[src/prbs_link_pkg.sv]
package prbs_link_pkg;

	// ======================================================================
	// Data path
	// ======================================================================
	localparam int word_width = 8; // Bits per word_clock cycle.
	localparam int prbs_order = 15; // LFSR length.
	localparam int prbs_tap_a = 15; // x^15 term.
	localparam int prbs_tap_b = 14; // x^14 term.
	localparam logic [prbs_order-1:0] prbs_seed = '1; // Generator state after reset.

	// ======================================================================
	// Reset sequencing
	// ======================================================================
	localparam int gen_pickoff = 4; // Counter bit that releases the generator.
	localparam int chk_pickoff = 5; // Counter bit that releases the checker.
	localparam int seq_count_width = chk_pickoff + 1;

	// Checker history fill before the first comparison.
	localparam int fill_words = 2;
	localparam int fill_count_width = 2;

	// ======================================================================
	// Status
	// ======================================================================
	localparam int lock_words = 16; // Clean compared words needed for lock.
	localparam int lock_count_width = 5;
	localparam int error_count_width = 16; // Saturating total.
	localparam int heartbeat_width = 24; // Top three bits go to the LEDs.

endpackage

[src/reset_sequencer.sv]
`timescale 1ns/1ns

module reset_sequencer
	import prbs_link_pkg::*;
(
	input  logic word_clock,
	input  logic arst_n,
	output logic gen_rst_n,
	output logic chk_rst_n
);

	logic [1:0] sync_q; // Release synchronizer.
	logic sync_rst_n;
	logic [seq_count_width-1:0] seq_count;
	logic [seq_count_width-1:0] seq_count_next;

	// ======================================================================
	// Release synchronizer
	// ======================================================================
	// Assertion of arst_n is immediate, only the release is retimed.
	always_ff @(posedge word_clock or negedge arst_n) begin
		if (!arst_n) begin
			sync_q <= 2'b00;
		end else begin
			sync_q <= {sync_q[0], 1'b1}; // Shift in the released level.
		end
	end

	assign sync_rst_n = sync_q[1];

	// ======================================================================
	// Pickoff counter
	// ======================================================================
	assign seq_count_next = seq_count + 1'b1;

	always_ff @(posedge word_clock or negedge arst_n) begin
		if (!arst_n) begin
			seq_count <= '0;
			gen_rst_n <= 1'b0;
			chk_rst_n <= 1'b0;
		end else if (sync_rst_n && !seq_count[chk_pickoff]) begin
			seq_count <= seq_count_next; // Freezes once the checker is out.
			if (seq_count_next[gen_pickoff]) begin
				gen_rst_n <= 1'b1; // Generator first.
			end
			if (seq_count_next[chk_pickoff]) begin
				chk_rst_n <= 1'b1; // Checker sixteen clocks later.
			end
		end
	end

endmodule

[src/prbs_generator.sv]
`timescale 1ns/1ns

module prbs_generator
	import prbs_link_pkg::*;
(
	input  logic                  word_clock,
	input  logic                  arst_n,
	input  logic                  gen_rst_n,
	output logic [word_width-1:0] tx_word
);

	logic [prbs_order-1:0] lfsr; // Bit 0 holds the newest sequence bit.
	logic [prbs_order-1:0] lfsr_next;
	logic [word_width-1:0] word_next;

	// ======================================================================
	// Eight LFSR steps per clock
	// ======================================================================
	always_comb begin
		logic [prbs_order-1:0] state;
		logic feedback;
		state = lfsr;
		word_next = '0;
		for (int i = 0; i < word_width; i++) begin
			feedback = state[prbs_tap_a-1] ^ state[prbs_tap_b-1];
			word_next[word_width-1-i] = feedback; // Earliest bit lands in the MSB.
			state = {state[prbs_order-2:0], feedback};
		end
		lfsr_next = state;
	end

	always_ff @(posedge word_clock or negedge arst_n) begin
		if (!arst_n) begin
			lfsr <= prbs_seed;
			tx_word <= '0;
		end else if (!gen_rst_n) begin
			lfsr <= prbs_seed; // Hold at the seed until released.
			tx_word <= '0;
		end else begin
			lfsr <= lfsr_next;
			tx_word <= word_next;
		end
	end

endmodule

[src/prbs_checker.sv]
`timescale 1ns/1ns

module prbs_checker
	import prbs_link_pkg::*;
(
	input  logic                  word_clock,
	input  logic                  arst_n,
	input  logic                  chk_rst_n,
	input  logic [word_width-1:0] rx_word,
	output logic [word_width-1:0] bit_errors,
	output logic                  err_valid
);

	logic [prbs_order-1:0] history; // Received bits, bit 0 newest.
	logic [prbs_order-1:0] history_next;
	logic [word_width-1:0] error_next;
	logic [fill_count_width-1:0] fill_count;
	logic fill_done;

	assign fill_done = (fill_count == fill_count_width'(fill_words));

	// ======================================================================
	// Self-synchronizing prediction
	// ======================================================================
	// Each bit is compared against the XOR of the received bits at the two
	// tap distances, then the received bit (not the prediction) is shifted
	// in. A single flip therefore shows up three times.
	always_comb begin
		logic [prbs_order-1:0] state;
		logic predicted;
		logic rx_bit;
		state = history;
		error_next = '0;
		for (int i = 0; i < word_width; i++) begin
			rx_bit = rx_word[word_width-1-i]; // MSB first.
			predicted = state[prbs_tap_a-1] ^ state[prbs_tap_b-1];
			error_next[word_width-1-i] = rx_bit ^ predicted;
			state = {state[prbs_order-2:0], rx_bit};
		end
		history_next = state;
	end

	always_ff @(posedge word_clock or negedge arst_n) begin
		if (!arst_n) begin
			history <= '0;
		end else if (chk_rst_n) begin
			history <= history_next; // Received bits only.
		end
	end

	always_ff @(posedge word_clock or negedge arst_n) begin
		if (!arst_n) begin
			fill_count <= '0;
			bit_errors <= '0;
			err_valid <= 1'b0;
		end else if (!chk_rst_n) begin
			fill_count <= '0;
			bit_errors <= '0;
			err_valid <= 1'b0;
		end else begin
			if (!fill_done) begin
				fill_count <= fill_count + 1'b1; // Still loading history.
			end
			bit_errors <= fill_done ? error_next : '0;
			err_valid <= fill_done;
		end
	end

endmodule

[src/link_status.sv]
`timescale 1ns/1ns

module link_status
	import prbs_link_pkg::*;
(
	input  logic                         word_clock,
	input  logic                         arst_n,
	input  logic                         chk_rst_n,
	input  logic [word_width-1:0]        bit_errors,
	input  logic                         err_valid,
	output logic [error_count_width-1:0] error_count,
	output logic                         link_locked,
	output logic [3:0]                   led
);

	logic [error_count_width:0] error_sum; // One spare bit for overflow.
	logic [lock_count_width-1:0] clean_run;
	logic [lock_count_width-1:0] clean_run_next;
	logic [heartbeat_width-1:0] heartbeat;
	logic word_clean;

	// ======================================================================
	// Error accumulation and lock
	// ======================================================================
	always_comb begin
		error_sum = {1'b0, error_count};
		for (int i = 0; i < word_width; i++) begin
			error_sum = error_sum + (error_count_width + 1)'(bit_errors[i]);
		end
	end

	assign word_clean = (bit_errors == '0);
	assign clean_run_next = (clean_run == lock_count_width'(lock_words)) ?
		clean_run : clean_run + 1'b1; // Saturates at the threshold.

	always_ff @(posedge word_clock or negedge arst_n) begin
		if (!arst_n) begin
			error_count <= '0;
			clean_run <= '0;
			link_locked <= 1'b0;
		end else if (!chk_rst_n) begin
			error_count <= '0;
			clean_run <= '0;
			link_locked <= 1'b0;
		end else if (err_valid) begin
			if (error_sum[error_count_width]) begin
				error_count <= '1; // Pinned at full scale.
			end else begin
				error_count <= error_sum[error_count_width-1:0];
			end
			if (word_clean) begin
				clean_run <= clean_run_next;
				link_locked <= (clean_run_next == lock_count_width'(lock_words));
			end else begin
				clean_run <= '0; // Any bad bit restarts the run.
				link_locked <= 1'b0;
			end
		end
	end

	// Heartbeat runs as soon as the clock does.
	always_ff @(posedge word_clock or negedge arst_n) begin
		if (!arst_n) begin
			heartbeat <= '0;
		end else begin
			heartbeat <= heartbeat + 1'b1;
		end
	end

	assign led = {link_locked, heartbeat[heartbeat_width-1 -: 3]};

endmodule

[src/prbs_link_top.sv]
`timescale 1ns/1ns

module prbs_link_top
	import prbs_link_pkg::*;
(
	input  logic                         word_clock,
	input  logic                         arst_n,
	input  logic [word_width-1:0]        rx_word,
	output logic [word_width-1:0]        tx_word,
	output logic [error_count_width-1:0] error_count,
	output logic                         link_locked,
	output logic [3:0]                   led
);

	logic gen_rst_n;
	logic chk_rst_n;
	logic [word_width-1:0] bit_errors;
	logic err_valid;

	// ======================================================================
	// Reset release order
	// ======================================================================
	reset_sequencer u_reset_sequencer (
		.word_clock (word_clock),
		.arst_n     (arst_n),
		.gen_rst_n  (gen_rst_n),
		.chk_rst_n  (chk_rst_n)
	);

	// ======================================================================
	// Transmit and receive paths
	// ======================================================================
	prbs_generator u_prbs_generator (
		.word_clock (word_clock),
		.arst_n     (arst_n),
		.gen_rst_n  (gen_rst_n),
		.tx_word    (tx_word) // Out to the serial lane.
	);

	prbs_checker u_prbs_checker (
		.word_clock (word_clock),
		.arst_n     (arst_n),
		.chk_rst_n  (chk_rst_n),
		.rx_word    (rx_word), // Back from the loopback.
		.bit_errors (bit_errors),
		.err_valid  (err_valid)
	);

	link_status u_link_status (
		.word_clock  (word_clock),
		.arst_n      (arst_n),
		.chk_rst_n   (chk_rst_n),
		.bit_errors  (bit_errors),
		.err_valid   (err_valid),
		.error_count (error_count),
		.link_locked (link_locked),
		.led         (led)
	);

endmodule

[config.mk]
export PLATFORM = sky130hd
export DESIGN_NAME = prbs_link_top
export DESIGN_NICKNAME = d
export VERILOG_FILES = /design/src/prbs_link_pkg.sv /design/src/reset_sequencer.sv /design/src/prbs_generator.sv /design/src/prbs_checker.sv /design/src/link_status.sv /design/src/prbs_link_top.sv
export SDC_FILE = /design/constraint.sdc
export NUM_CORES = 1
export LEC_CHECK = 0
export ABC_AREA = 1
export BUFFER_PORTS_ARGS = -buffer_cell sky130_fd_sc_hd__buf_2
export CAP_MARGIN = 20
export CORE_ASPECT_RATIO = 0.5
export CORE_MARGIN = 3
export CORE_UTILIZATION = 40
export DETAILED_ROUTE_END_ITERATION = 7
export PLACE_DENSITY_LB_ADDON = 0.25
export SLEW_MARGIN = 25
export SYNTH_ARGS = -nofsm -noshare
export SYNTH_HDL_FRONTEND = slang
export SYNTH_SLANG_ARGS = --single-unit
[constraint.sdc]
create_clock -name word_clock -period 6.9 [get_ports word_clock]
set_input_delay 1.035 -clock word_clock [delete_from_list [all_inputs] [get_ports word_clock]]
set_output_delay 1.035 -clock word_clock [all_outputs]
set_load 0.01 [all_outputs]
# Yosys cells after proc, flatten, opt, wreduce, memory -nomap -nowiden
# Cells that the tools add are included.
# totals
regBits	105
latchBits	0
ramBits	0
mem_bits_ro	0
input_bits	10
out_inout_bits	29
elab_cells	77
mem_count	0
# op_classes
add_sub_neg	12
mul	0
n_div	0
order_cmp	0
n_eq_ne	5
shift	0
mux	17
n_bitwise	24
reduce_logical	5
# op_table
cell	count
$add 17x1->17	7
$mux 16	3
$add 24x1->24 const B	1
$mux 8	3
$xor 1x1->1	24
$mux 5	4
$add 16x1->17	1
$mux 15	1
$eq 5x5->1 const B	2
$logic_not 8->1	1
$add 6x1->6 const B	1
$add 5x1->5 const B	1
$mux 1	4
$mux 2	2
$reduce_and 2->1	2
$add 2x1->2 const B	1
$eq 2x2->1 const B	1
$ne 2x1->1 const B	1
$ne 2x2->1 const B	1
$logic_and 1x1->1	1
$logic_not 1->1	1

# Depth between registers and ports, before layout
# Gate-level depths: netlist of run 1.
# logic_depth
ltp_word	11
mapped_depth	15
mapped_depth_nobuf	15

# Cells and area by module
# From an unflattened synthesis of run 1, not the netlist that was laid out.
# unflattened
hier_cells	648
hier_area_um2	5301.3
# by_module_without_submodules
module	n_inst	cells_per_inst	area_per_inst_um2	seq_area_each_um2
link_status	1	381	2905.3	1151.1
prbs_checker	1	141	1131.1	650.6
prbs_generator	1	82	848.3	594.3
reset_sequencer	1	44	416.6	250.2

# Worst setup path after synthesis of run 1
# No wires, ideal clock.
# synth_timing
kind	register to register
start	reg u_prbs_checker.bit_errors[0]
end	reg u_link_status.error_count[10]
setup_ns	0.124
arrival_time_ns	3.166
required_ns	6.776
setup_slack_ns	3.611
stages_incl_launch_ff	13
path_buffers	0
period_less_slack_ns	3.289
cell_sequence	dfrtp_1 -> fa_1 -> inv_1 -> fa_1 -> fa_1 -> fa_1 -> inv_1 -> fa_1 -> nand3_1 -> a21oi_1 -> nand2_1 -> o211ai_1 -> nand2_1
# synth_via
elab_chain_cells	11
# synth_lines
element	line_no	text
from (decl)	prbs_checker.sv:10	output logic [word_width-1:0] bit_errors,
from (signal assigned)	prbs_checker.sv:64	bit_errors <= fill_done ? error_next : '0;
$add 16x1->17	link_status.sv:28	error_sum = error_sum + (error_count_width + 1)'(bit_errors[i]);
$add 17x1->17 (7 in a row)	link_status.sv:28	
$mux 16	link_status.sv:46	if (error_sum[error_count_width]) begin
$mux 16	link_status.sv:45	end else if (err_valid) begin
$mux 16	link_status.sv:41	end else if (!chk_rst_n) begin
to (signal assigned)	link_status.sv:49	error_count <= error_sum[error_count_width-1:0];
to (decl)	link_status.sv:11	output logic [error_count_width-1:0] error_count,
# No other way between the ends. The select of a mux whose other input is x is not followed.
# A chain may end at the register's enable or synchronous reset.

# Worst setup path after layout of run 1
# layout_timing
start	reg u_prbs_checker.bit_errors[0]
end	reg u_link_status.error_count[1]
# The elaborated chain is that of the path after synthesis.

==> reports/metrics.yaml, run 1 <==
core_area_sq_um: 12100
finClkSkew_ns: 0.00809
post_cts_resized: 0
r2r_start: "u_prbs_checker.bit_errors[0]$_DFF_PN0_"
vias: 3450
holdBufCountCts: 0
drive_gt1_share_pct: 17.0
maxCapViolations: 0
crit_type: "reg -> reg"
placed_cell_area_sq_um: 5380
diodes: 0
synthCells: 541
worstHoldPathType: "reg -> reg"
fin_crit_sh_pct: 55.2
max_slew_margin_pct: 52.5
crit_buf_inv: 3
crit_slowest_cell: "fa_1"
yosys_register_bits: 105
ys_types: 35
worst_setup_path_start_kind: "flop"
wl_per_cell_um: 12.1
drc_errors: 0
endpoint_kind: "flop"
root_buffer: "clkbuf_16"
hpwl_um: 6470
synth_edf_count: 0
crit_path_max_fanout: 11
die_x_um: 165
final_net_count: 606
place_ws_ns: 3.10
crit_chain: "fa_1 > inv_1 > fa_1 > fa_1 > fa_1 > inv_1 > fa_1 > nand3_1 > nand2_1 > nand4_1 > inv_1 > o21ai_0 > nand2_1"
period_needed_ns: 3.81
io_pins: 39
power_density_nw_per_um2: 310
ys_seq_area_share_pct: 52.6
cp_common_cell: "fa_1"
cts_sinks: 105
cts_tree: "done"
numPortBuffers: 38
cp_data_required_time_ns: 7.19
htreeDepth: 3
synth_top_area_share_pct: 44.7
fin_ws_ns: 3.09
ant_nets: 0
place_congestion: 0.843
initial_core_util_pct: 41.8
max_stage_delay_ns: 0.54
synth_common_cells: "nand2_1 (136), dfrtp_1 (90), inv_1 (60)"
fin_setup_tns_ns: 0
clk_pin_slew_ns: 0.08
clk_path_buf_depth: 2
post-route-util_pct: 47.2
critical_path_arrival_ns: 4.09
antenna_found_initial: 0
status: "finished clean"
hold_start: "u_reset_sequencer.sync_q[0]$_DFF_PN0_"
power_mw: 1.76
setup_violations: 0
avgViaCountPerCell: 4.61
total_leakage_power_nw: 2.86
cpLargestDelayFamily: "adder cells"
clock_latency_ns: 0.35
rsz0062_at_grt: "false"
dr.pass1.iters: 4
totalWireLength_um: 9080
synthArstFlopShare_pct: 100
final_max_slew_viol_count: 0
grt_first_pass_wirelength_um: 16400
synth_flop_cell: "dfrtp_1"
dp_cells: 733
hold_slack_ns: 0.361
grt_max_degree: 59
syn_to_final_growth_pct: 12.9
yosysWarnings: 0
synth_area_leader_cell: "dfrtp_1"
die_y_um: 85.3
tightestPinTransition_ns: 0.713
synth_area_sq_um: 5030
drtIter0Drc: 131
ys_top_cells_by_area: "dfrtp_1 (45%), nand2_1 (10%), dfstp_2 (7.8%), xor2_1 (5.2%), xnor2_1 (4.5%)"
ir_worst_vdd_v: 0.000166
core.rowCount: 28
syn_avg_cell_area_sq_um: 9.31
hold_viol_final: 0
grt_pass1_vias: 3577
numCtsBuffers: 9
grt_use_total_pct: 14.3
fmaxAchievable_mhz: 263
fin_area_sq_um: 5690
startpoint: "u_prbs_checker.bit_errors[0]$_DFF_PN0_"
yosysMostFrequentCell: "nand2_1"
overflow: 0
instances_no_fill: 749
syn_nets: 568
fp.dieArea_sq_um: 14100
post_cts_buffers: 0
==> final cells by class <==
cell class	count	area, sq um
Clock buffer	9	225
Clock inverter	7	78.8
Fill cell	1180	6360
Inverter	65	244
Multi-Input combinational cell	358	2080
Sequential cell	105	2650
Tap cell	165	206
Timing Repair Buffer	40	208
==> registers in the layout, summed over array words and instances, names as in the netlist <==
| name | count |
|---|---|
| u_link_status.heartbeat | 24 |
| u_link_status.error_count | 16 |
| u_prbs_checker.history | 15 |
| u_prbs_generator.lfsr | 15 |
| u_prbs_checker.bit_errors | 8 |
| u_prbs_generator.tx_word | 8 |
| u_reset_sequencer.seq_count | 6 |
| u_link_status.clean_run | 5 |
| u_prbs_checker.fill_count | 2 |
| u_reset_sequencer.sync_q | 2 |
| u_link_status.link_locked | 1 |
| u_prbs_checker.err_valid | 1 |
| u_reset_sequencer.chk_rst_n | 1 |
| u_reset_sequencer.gen_rst_n | 1 |
==> per-layer routing <==
metal	part of all wire (%)	global-route usage [%]	up-vias
li1	-	-	1764
met1	50	19.3	1638
met2	46	23.3	37
met3	3.3	3.17	11
met4	0.90	3.88	0
met5	0	0	-
==> cells in the final DEF (no fill, tap or decap), types with 5 or more instances in the layout <==
| master | synthesis | routed |
|---|---|---|
| dfrtp_1 | 90 | 90 |
| nor3_1 | 12 | 12 |
| xnor2_1 | 26 | 26 |
| inv_1 | 60 | 60 |
| nor2_1 | 36 | 36 |
| nand3_1 | 24 | 24 |
| fa_1 | 5 | 5 |
| xor2_1 | 30 | 30 |
| o22ai_1 | 5 | 5 |
| clkbuf_16 | 0 | 9 |
| dfstp_2 | 15 | 15 |
| nand2_1 | 136 | 136 |
| o21ai_0 | 23 | 23 |
| nand4_1 | 11 | 11 |
| ha_1 | 12 | 12 |
| or2_2 | 8 | 8 |
| inv_2 | 5 | 5 |
| buf_2 | 2 | 37 |
==> cell families (layout without fill, tap and decap cells) <==
| group | count (synthesis) | in the layout | synth area share, % |
|---|---|---|---|
| compound gates | 41 | 41 | 4.42 |
| xor+xnor | 57 | 57 | 10.1 |
| fa+ha+maj | 17 | 17 | 4.97 |
| buf+inv | 78 | 121 | 6.16 |
| flops | 105 | 105 | 52.6 |
| other cells | 1 | 1 | 0.0745 |
| simple gates | 242 | 242 | 21.7 |
==> worst paths after layout <==
path / slack [ns] / depth (start not counted) / endpoint
max in group asynchronous: 5.04 / 2 / u_link_status.error_count[5]$_DFFE_PN0P_
min: 0.36 / 0 / u_reset_sequencer.sync_q[1]$_DFF_PN0_
max: 3.09 / 13 / u_link_status.error_count[1]$_DFFE_PN0P_
min in group asynchronous: 0.69 / 1 / u_link_status.error_count[12]$_DFFE_PN0P_
min reg2reg: 0.36 / 0 / u_reset_sequencer.sync_q[1]$_DFF_PN0_
max reg2reg: 3.09 / 13 / u_link_status.error_count[1]$_DFFE_PN0P_
==> worst register-to-register path: cells and delay by family (launching register included) <==
family,cells,cell delay (ns)
simple gates,4,0.78
flops,1,0.40
compound gates,1,0.12
buf+inv,3,0.41
fa+ha+maj,5,2.04
==> power by group <==
| group | internal, mW | switching (mW) | total (mW) |
|---|---|---|---|
| Combinational | 0.166 | 0.202 | 0.368 |
| Sequential | 0.788 | 0.0887 | 0.877 |
| Clock | 0.260 | 0.257 | 0.518 |
Note: power is estimated with default switching activity, not from simulation.
==> run 2, diff against run 1 <==
==> constraint.sdc (replaced) <==
create_clock -name word_clock -period 4 [get_ports word_clock]
set_input_delay 0.6 -clock word_clock [delete_from_list [all_inputs] [get_ports word_clock]]
set_output_delay 0.6 -clock word_clock [all_outputs]
set_load 0.01 [all_outputs]
==> run 2 against run 1 <==
Routed wire length decreased by 0.45%. Clock power increased by 78%. Count of clock-buffer cells in the layout is the same. Sequential share of layout area shrank 0.28 points. Fmax rose by 6.6%. Cell count is 0.27% higher. Die area is the same. Critical endpoint is now u_link_status.error_count[7]$_DFFE_PN0P_.
==> reports/metrics.yaml, run 2 (same netlist as run 1, synthesis figures left out) <==
clock_latency_ns: 0.35
diodes: 0
grt_pass1_vias: 3408
period_needed_ns: 3.57
clk_pin_slew_ns: 0.08
wl_per_cell_um: 12.0
htreeDepth: 3
instances_no_fill: 751
final_net_count: 608
placed_cell_area_sq_um: 5400
rsz0062_at_grt: "false"
max_slew_margin_pct: 54.4
die_x_um: 165
place_ws_ns: 0.442
numCtsBuffers: 9
fmaxAchievable_mhz: 280
overflow: 0
final_max_slew_viol_count: 0
fin_setup_tns_ns: 0
grt_max_degree: 53
total_leakage_power_nw: 2.87
core_area_sq_um: 12100
ant_nets: 0
mostFrequentLayoutCells: "nand2_1 (136), dfrtp_1 (90), inv_1 (60)"
core.rowCount: 28
multi_input_area_sq_um: 2080
cts_sinks: 105
crit_chain: "fa_1 > inv_1 > fa_1 > fa_1 > fa_1 > inv_1 > fa_1 > nand3_1 > nand2_1 > nand4_1 > buf_4 > o21ai_0 > nand2_1 > nand2_1"
nFillCells: 1163
setup_violations: 0
numPortBuffers: 38
cp_common_cell: "fa_1"
vias: 3417
post_cts_resized: 0
cp_data_required_time_ns: 4.29
post_cts_buffers: 0
clk_path_buf_depth: 2
crit_type: "reg -> reg"
fin_area_sq_um: 5720
crit_path_max_fanout: 7
avgViaCountPerCell: 4.55
root_buffer: "clkbuf_16"
status: "finished clean"
fp.dieArea_sq_um: 14100
drtIter0Drc: 195
maxCapViolations: 0
hold_viol_final: 0
register_area_sq_um: 2650
hpwl_um: 6560
place_congestion: 0.859
holdBufCountCts: 0
max_stage_delay_ns: 0.54
finClkSkew_ns: 0.0118
initial_core_util_pct: 41.8
startpoint: "u_prbs_checker.bit_errors[0]$_DFF_PN0_"
totalWireLength_um: 9040
tightestPinTransition_ns: 0.685
syn_to_final_growth_pct: 13.6
layout_commonest_cell: "nand2_1"
dr.pass1.iters: 4
top_regs: "u_link_status.heartbeat: 24 flops, u_link_status.error_count: 16 flops"
endpoint_kind: "flop"
ir_worst_vdd_v: 0.000272
largest_reg_flops: 24
die_y_um: 85.3
drive_gt1_share_pct: 17.2
dp_cells: 735
critical_path_arrival_ns: 3.86
cts_tree: "done"
grt_first_pass_wirelength_um: 16200
worstHoldPathType: "in -> async"
fin_crit_sh_pct: 89.3
grt_use_total_pct: 14.2
antenna_found_initial: 0
fin_ws_ns: 0.427
power_density_nw_per_um2: 535
crit_slowest_cell: "fa_1"
worst_setup_path_start_kind: "flop"
drc_errors: 0
io_pins: 39
r2r_start: "u_prbs_checker.bit_errors[0]$_DFF_PN0_"
regMostFlops: "u_link_status.heartbeat"
run 2: layout make-up:
cell class | count | share of cell area, %
clock buffers | 9 | 3.94
clock inverters | 7 | 1.73
inverters | 65 | 4.26
multi-input cells | 358 | 36.3
flip-flops and latches | 105 | 46.2
well taps | 165 | 3.61
repair buffers | 42 | 3.89
run 2: per-stage QoR:
| step | hold WS (ns) | util [%] | power, mW |
|---|---|---|---|
| floorplan | 0.304 | - | 1.99 |
| global placement | 0.332 | 44.8 | 2.16 |
| detailed placement | 0.336 | 44.8 | 2.18 |
| CTS | 0.304 | 47.5 | 3.12 |
| global route | 0.334 | 47.5 | 3.28 |
| finish | 0.264 | 47.5 | 3.06 |
run 2: path summary, 6_finish.rpt:
kind / end / slack, ns / cells after the start
max in group asynchronous: u_prbs_generator.lfsr[3]$_DFF_PN1_ / 2.86 / 2
hold / removal: u_link_status.error_count[12]$_DFFE_PN0P_ / 0.26 / 1
hold reg to reg: u_reset_sequencer.sync_q[1]$_DFF_PN0_ / 0.36 / 0
setup reg to reg: u_link_status.error_count[7]$_DFFE_PN0P_ / 0.43 / 14
setup / recovery: u_link_status.error_count[7]$_DFFE_PN0P_ / 0.43 / 14
min in group word_clock: u_reset_sequencer.sync_q[1]$_DFF_PN0_ / 0.36 / 0
run 2: critical path, delay by kind of cell, from the launching register on:
kind,cells,cell delay [ns]
fa+ha+maj,5,2.06
compound gates,1,0.07
flops,1,0.41
buf+inv,3,0.38
simple gates,5,0.60
run 2: routing by layer:
metal / up-vias / global-route usage [%] / part of all wire (%)
met5: - / 0 / 0
met4: 0 / 4.03 / 1.1
met3: 8 / 3.56 / 3.3
met2: 40 / 22.1 / 45
met1: 1589 / 19.9 / 50
li1: 1780 / - / -
run 2: power by group:
group	internal (mW)	leakage, nW	switching, mW
logic	0.287	1.38	0.341
clock network	0.461	0.157	0.464
registers	1.36	1.34	0.152
==> run 3, diff against run 2 <==
--- a/config.mk
+++ b/config.mk
@@ -13,6 +13,7 @@
 export CORE_UTILIZATION = 40
 export DETAILED_ROUTE_END_ITERATION = 7
 export PLACE_DENSITY_LB_ADDON = 0.25
+export RECOVER_POWER = 25
 export SLEW_MARGIN = 25
 export SYNTH_ARGS = -nofsm -noshare
 export SYNTH_HDL_FRONTEND = slang
==> run 3 against run 2 <==
The flow now finishes with violations (capacitance limit, slew limit). Fmax about the same. Critical path depth unchanged. Flip-flop and latch count unchanged. Count of clock-buffer cells in the layout unchanged. Utilization about the same. Non-clock buffer count unchanged. Worst setup slack worse by 0.0010 ns. Routed wire length down 0.11%. First-iteration DRC count unchanged. Clock skew down 0.00053 ns. Largest power group unchanged.
==> reports/metrics.yaml, run 3 (same netlist as run 1, synthesis figures left out) <==
status: "finished, violations left"
violations: "capacitance limit, slew limit"
avgViaCountPerCell: 4.55
cts_sinks: 105
register_area_sq_um: 2650
crit_path_max_fanout: 7
fin_ws_ns: 0.426
numPortBuffers: 38
hpwl_um: 6560
cp_data_required_time_ns: 4.29
io_pins: 39
ir_worst_vdd_v: 0.000270
place_congestion: 0.859
maxCapViolations: 1
mostFrequentLayoutCells: "nand2_1 (136), dfrtp_1 (90), inv_1 (60)"
wl_per_cell_um: 12.0
worst_setup_path_start_kind: "flop"
largest_reg_flops: 24
rsz0062_at_grt: "false"
fin_setup_tns_ns: 0
cp_common_cell: "fa_1"
holdBufCountCts: 0
period_needed_ns: 3.57
dr.pass1.iters: 4
max_stage_delay_ns: 0.54
drtIter0Drc: 195
crit_slowest_cell: "fa_1"
final_net_count: 608
power_density_nw_per_um2: 534
die_x_um: 165
fp.dieArea_sq_um: 14100
clk_pin_slew_ns: 0.09
totalWireLength_um: 9030
core_area_sq_um: 12100
grt_pass1_vias: 3408
ant_nets: 0
grt_use_total_pct: 14.2
top_regs: "u_link_status.heartbeat: 24 flops, u_link_status.error_count: 16 flops"
power.switching_uw: 957
post-route-util_pct: 47.4
worstHoldPathType: "reg -> reg"
antenna_found_initial: 0
setup_violations: 0
clk_path_buf_depth: 2
tightestPinTransition_ns: 2.72
syn_to_final_growth_pct: 13.6
post_cts_resized: 0
nFillCells: 1162
regMostFlops: "u_link_status.heartbeat"
drc_errors: 0
critical_path_arrival_ns: 3.86
place_ws_ns: 0.442
grt_max_degree: 53
endpoint_kind: "flop"
overflow: 0
hold_viol_final: 0
placed_cell_area_sq_um: 5400
fin_area_sq_um: 5720
fin_crit_sh_pct: 89.3
max_slew_margin_pct: -81.5
final_max_slew_viol_count: 53
crit_type: "reg -> reg"
power_mw: 3.06
finClkSkew_ns: 0.0113
layout_commonest_cell: "nand2_1"
p_sw_share_pct: 31.3
core.rowCount: 28
diodes: 0
crit_buf_inv: 3
total_leakage_power_nw: 2.87
clkPwrFrac_pct: 30.2
grt_first_pass_wirelength_um: 16200
vias: 3419
multi_input_area_sq_um: 2080
drive_gt1_share_pct: 16.4
fmaxAchievable_mhz: 280
cpLargestDelayFamily: "adder cells"
p_int_mw: 2.10
crit_chain: "fa_1 > inv_1 > fa_1 > fa_1 > fa_1 > inv_1 > fa_1 > nand3_1 > nand2_1 > nand4_1 > buf_4 > o21ai_0 > nand2_1 > nand2_1"
die_y_um: 85.3
cts_tree: "done"
p_comb_share_pct: 20.5
clock_latency_ns: 0.35
htreeDepth: 3
initial_core_util_pct: 41.8
seqPwrFrac_pct: 49.2
post_cts_buffers: 0
numCtsBuffers: 9
root_buffer: "clkbuf_16"
[run 3: changes by cell type in the layout (fill, tap and decap cells not counted), sizes merged]
| cell | previous run | this run |
|---|---|---|
| clkbuf | 9 | 10 |
| buf | 42 | 41 |
[run 3: power groups by stage]
| stage | sequential [mW] | combinational (mW) | clock [mW] |
|---|---|---|---|
| floorplan | 1.51 | 0.479 | 0 |
| global placement | 1.53 | 0.631 | 0 |
| detailed placement | 1.53 | 0.645 | 0 |
| CTS | 1.51 | 0.647 | 0.958 |
| global route | 1.54 | 0.733 | 1.00 |
| finish | 1.50 | 0.627 | 0.924 |
[run 3: area by class of cell]
type	instances	share of cell area, %
Inverter	65	4.27
Timing Repair Buffer	42	3.83
Multi-Input combinational cell	358	36.3
Tap cell	165	3.61
Clock inverter	7	1.73
Sequential cell	105	46.3
Clock buffer	9	3.94
[run 3: stage by stage]
stage                     instances  hold WS (ns)
after floorplan                 541         0.304
after global placement          735         0.332
after detailed placement        735         0.336
after CTS                       751         0.304
after global routing            751         0.370
final                           751         0.361
[run 3: final timing paths]
kind / start / cells past startpoint / slack, ns / end
max: u_prbs_checker.bit_errors[0]$_DFF_PN0_ / 14 / 0.43 / u_link_status.error_count[7]$_DFFE_PN0P_
min: u_reset_sequencer.sync_q[0]$_DFF_PN0_ / 0 / 0.36 / u_reset_sequencer.sync_q[1]$_DFF_PN0_
max reg2reg: u_prbs_checker.bit_errors[0]$_DFF_PN0_ / 14 / 0.43 / u_link_status.error_count[7]$_DFFE_PN0P_
min reg2reg: u_reset_sequencer.sync_q[0]$_DFF_PN0_ / 0 / 0.36 / u_reset_sequencer.sync_q[1]$_DFF_PN0_
max in group asynchronous: arst_n / 2 / 1.32 / u_prbs_generator.lfsr[3]$_DFF_PN1_
min in group asynchronous: arst_n / 1 / 1.10 / u_link_status.error_count[12]$_DFFE_PN0P_
[run 3: per-layer routing]
layer | share of wire (%) | GRT usage (%) | vias up
met4 | 1.1 | 4.03 | 0
li1 | - | - | 1780
met3 | 3.2 | 3.56 | 8
met5 | 0 | 0 | -
met2 | 45 | 22.1 | 36
met1 | 50 | 19.9 | 1595
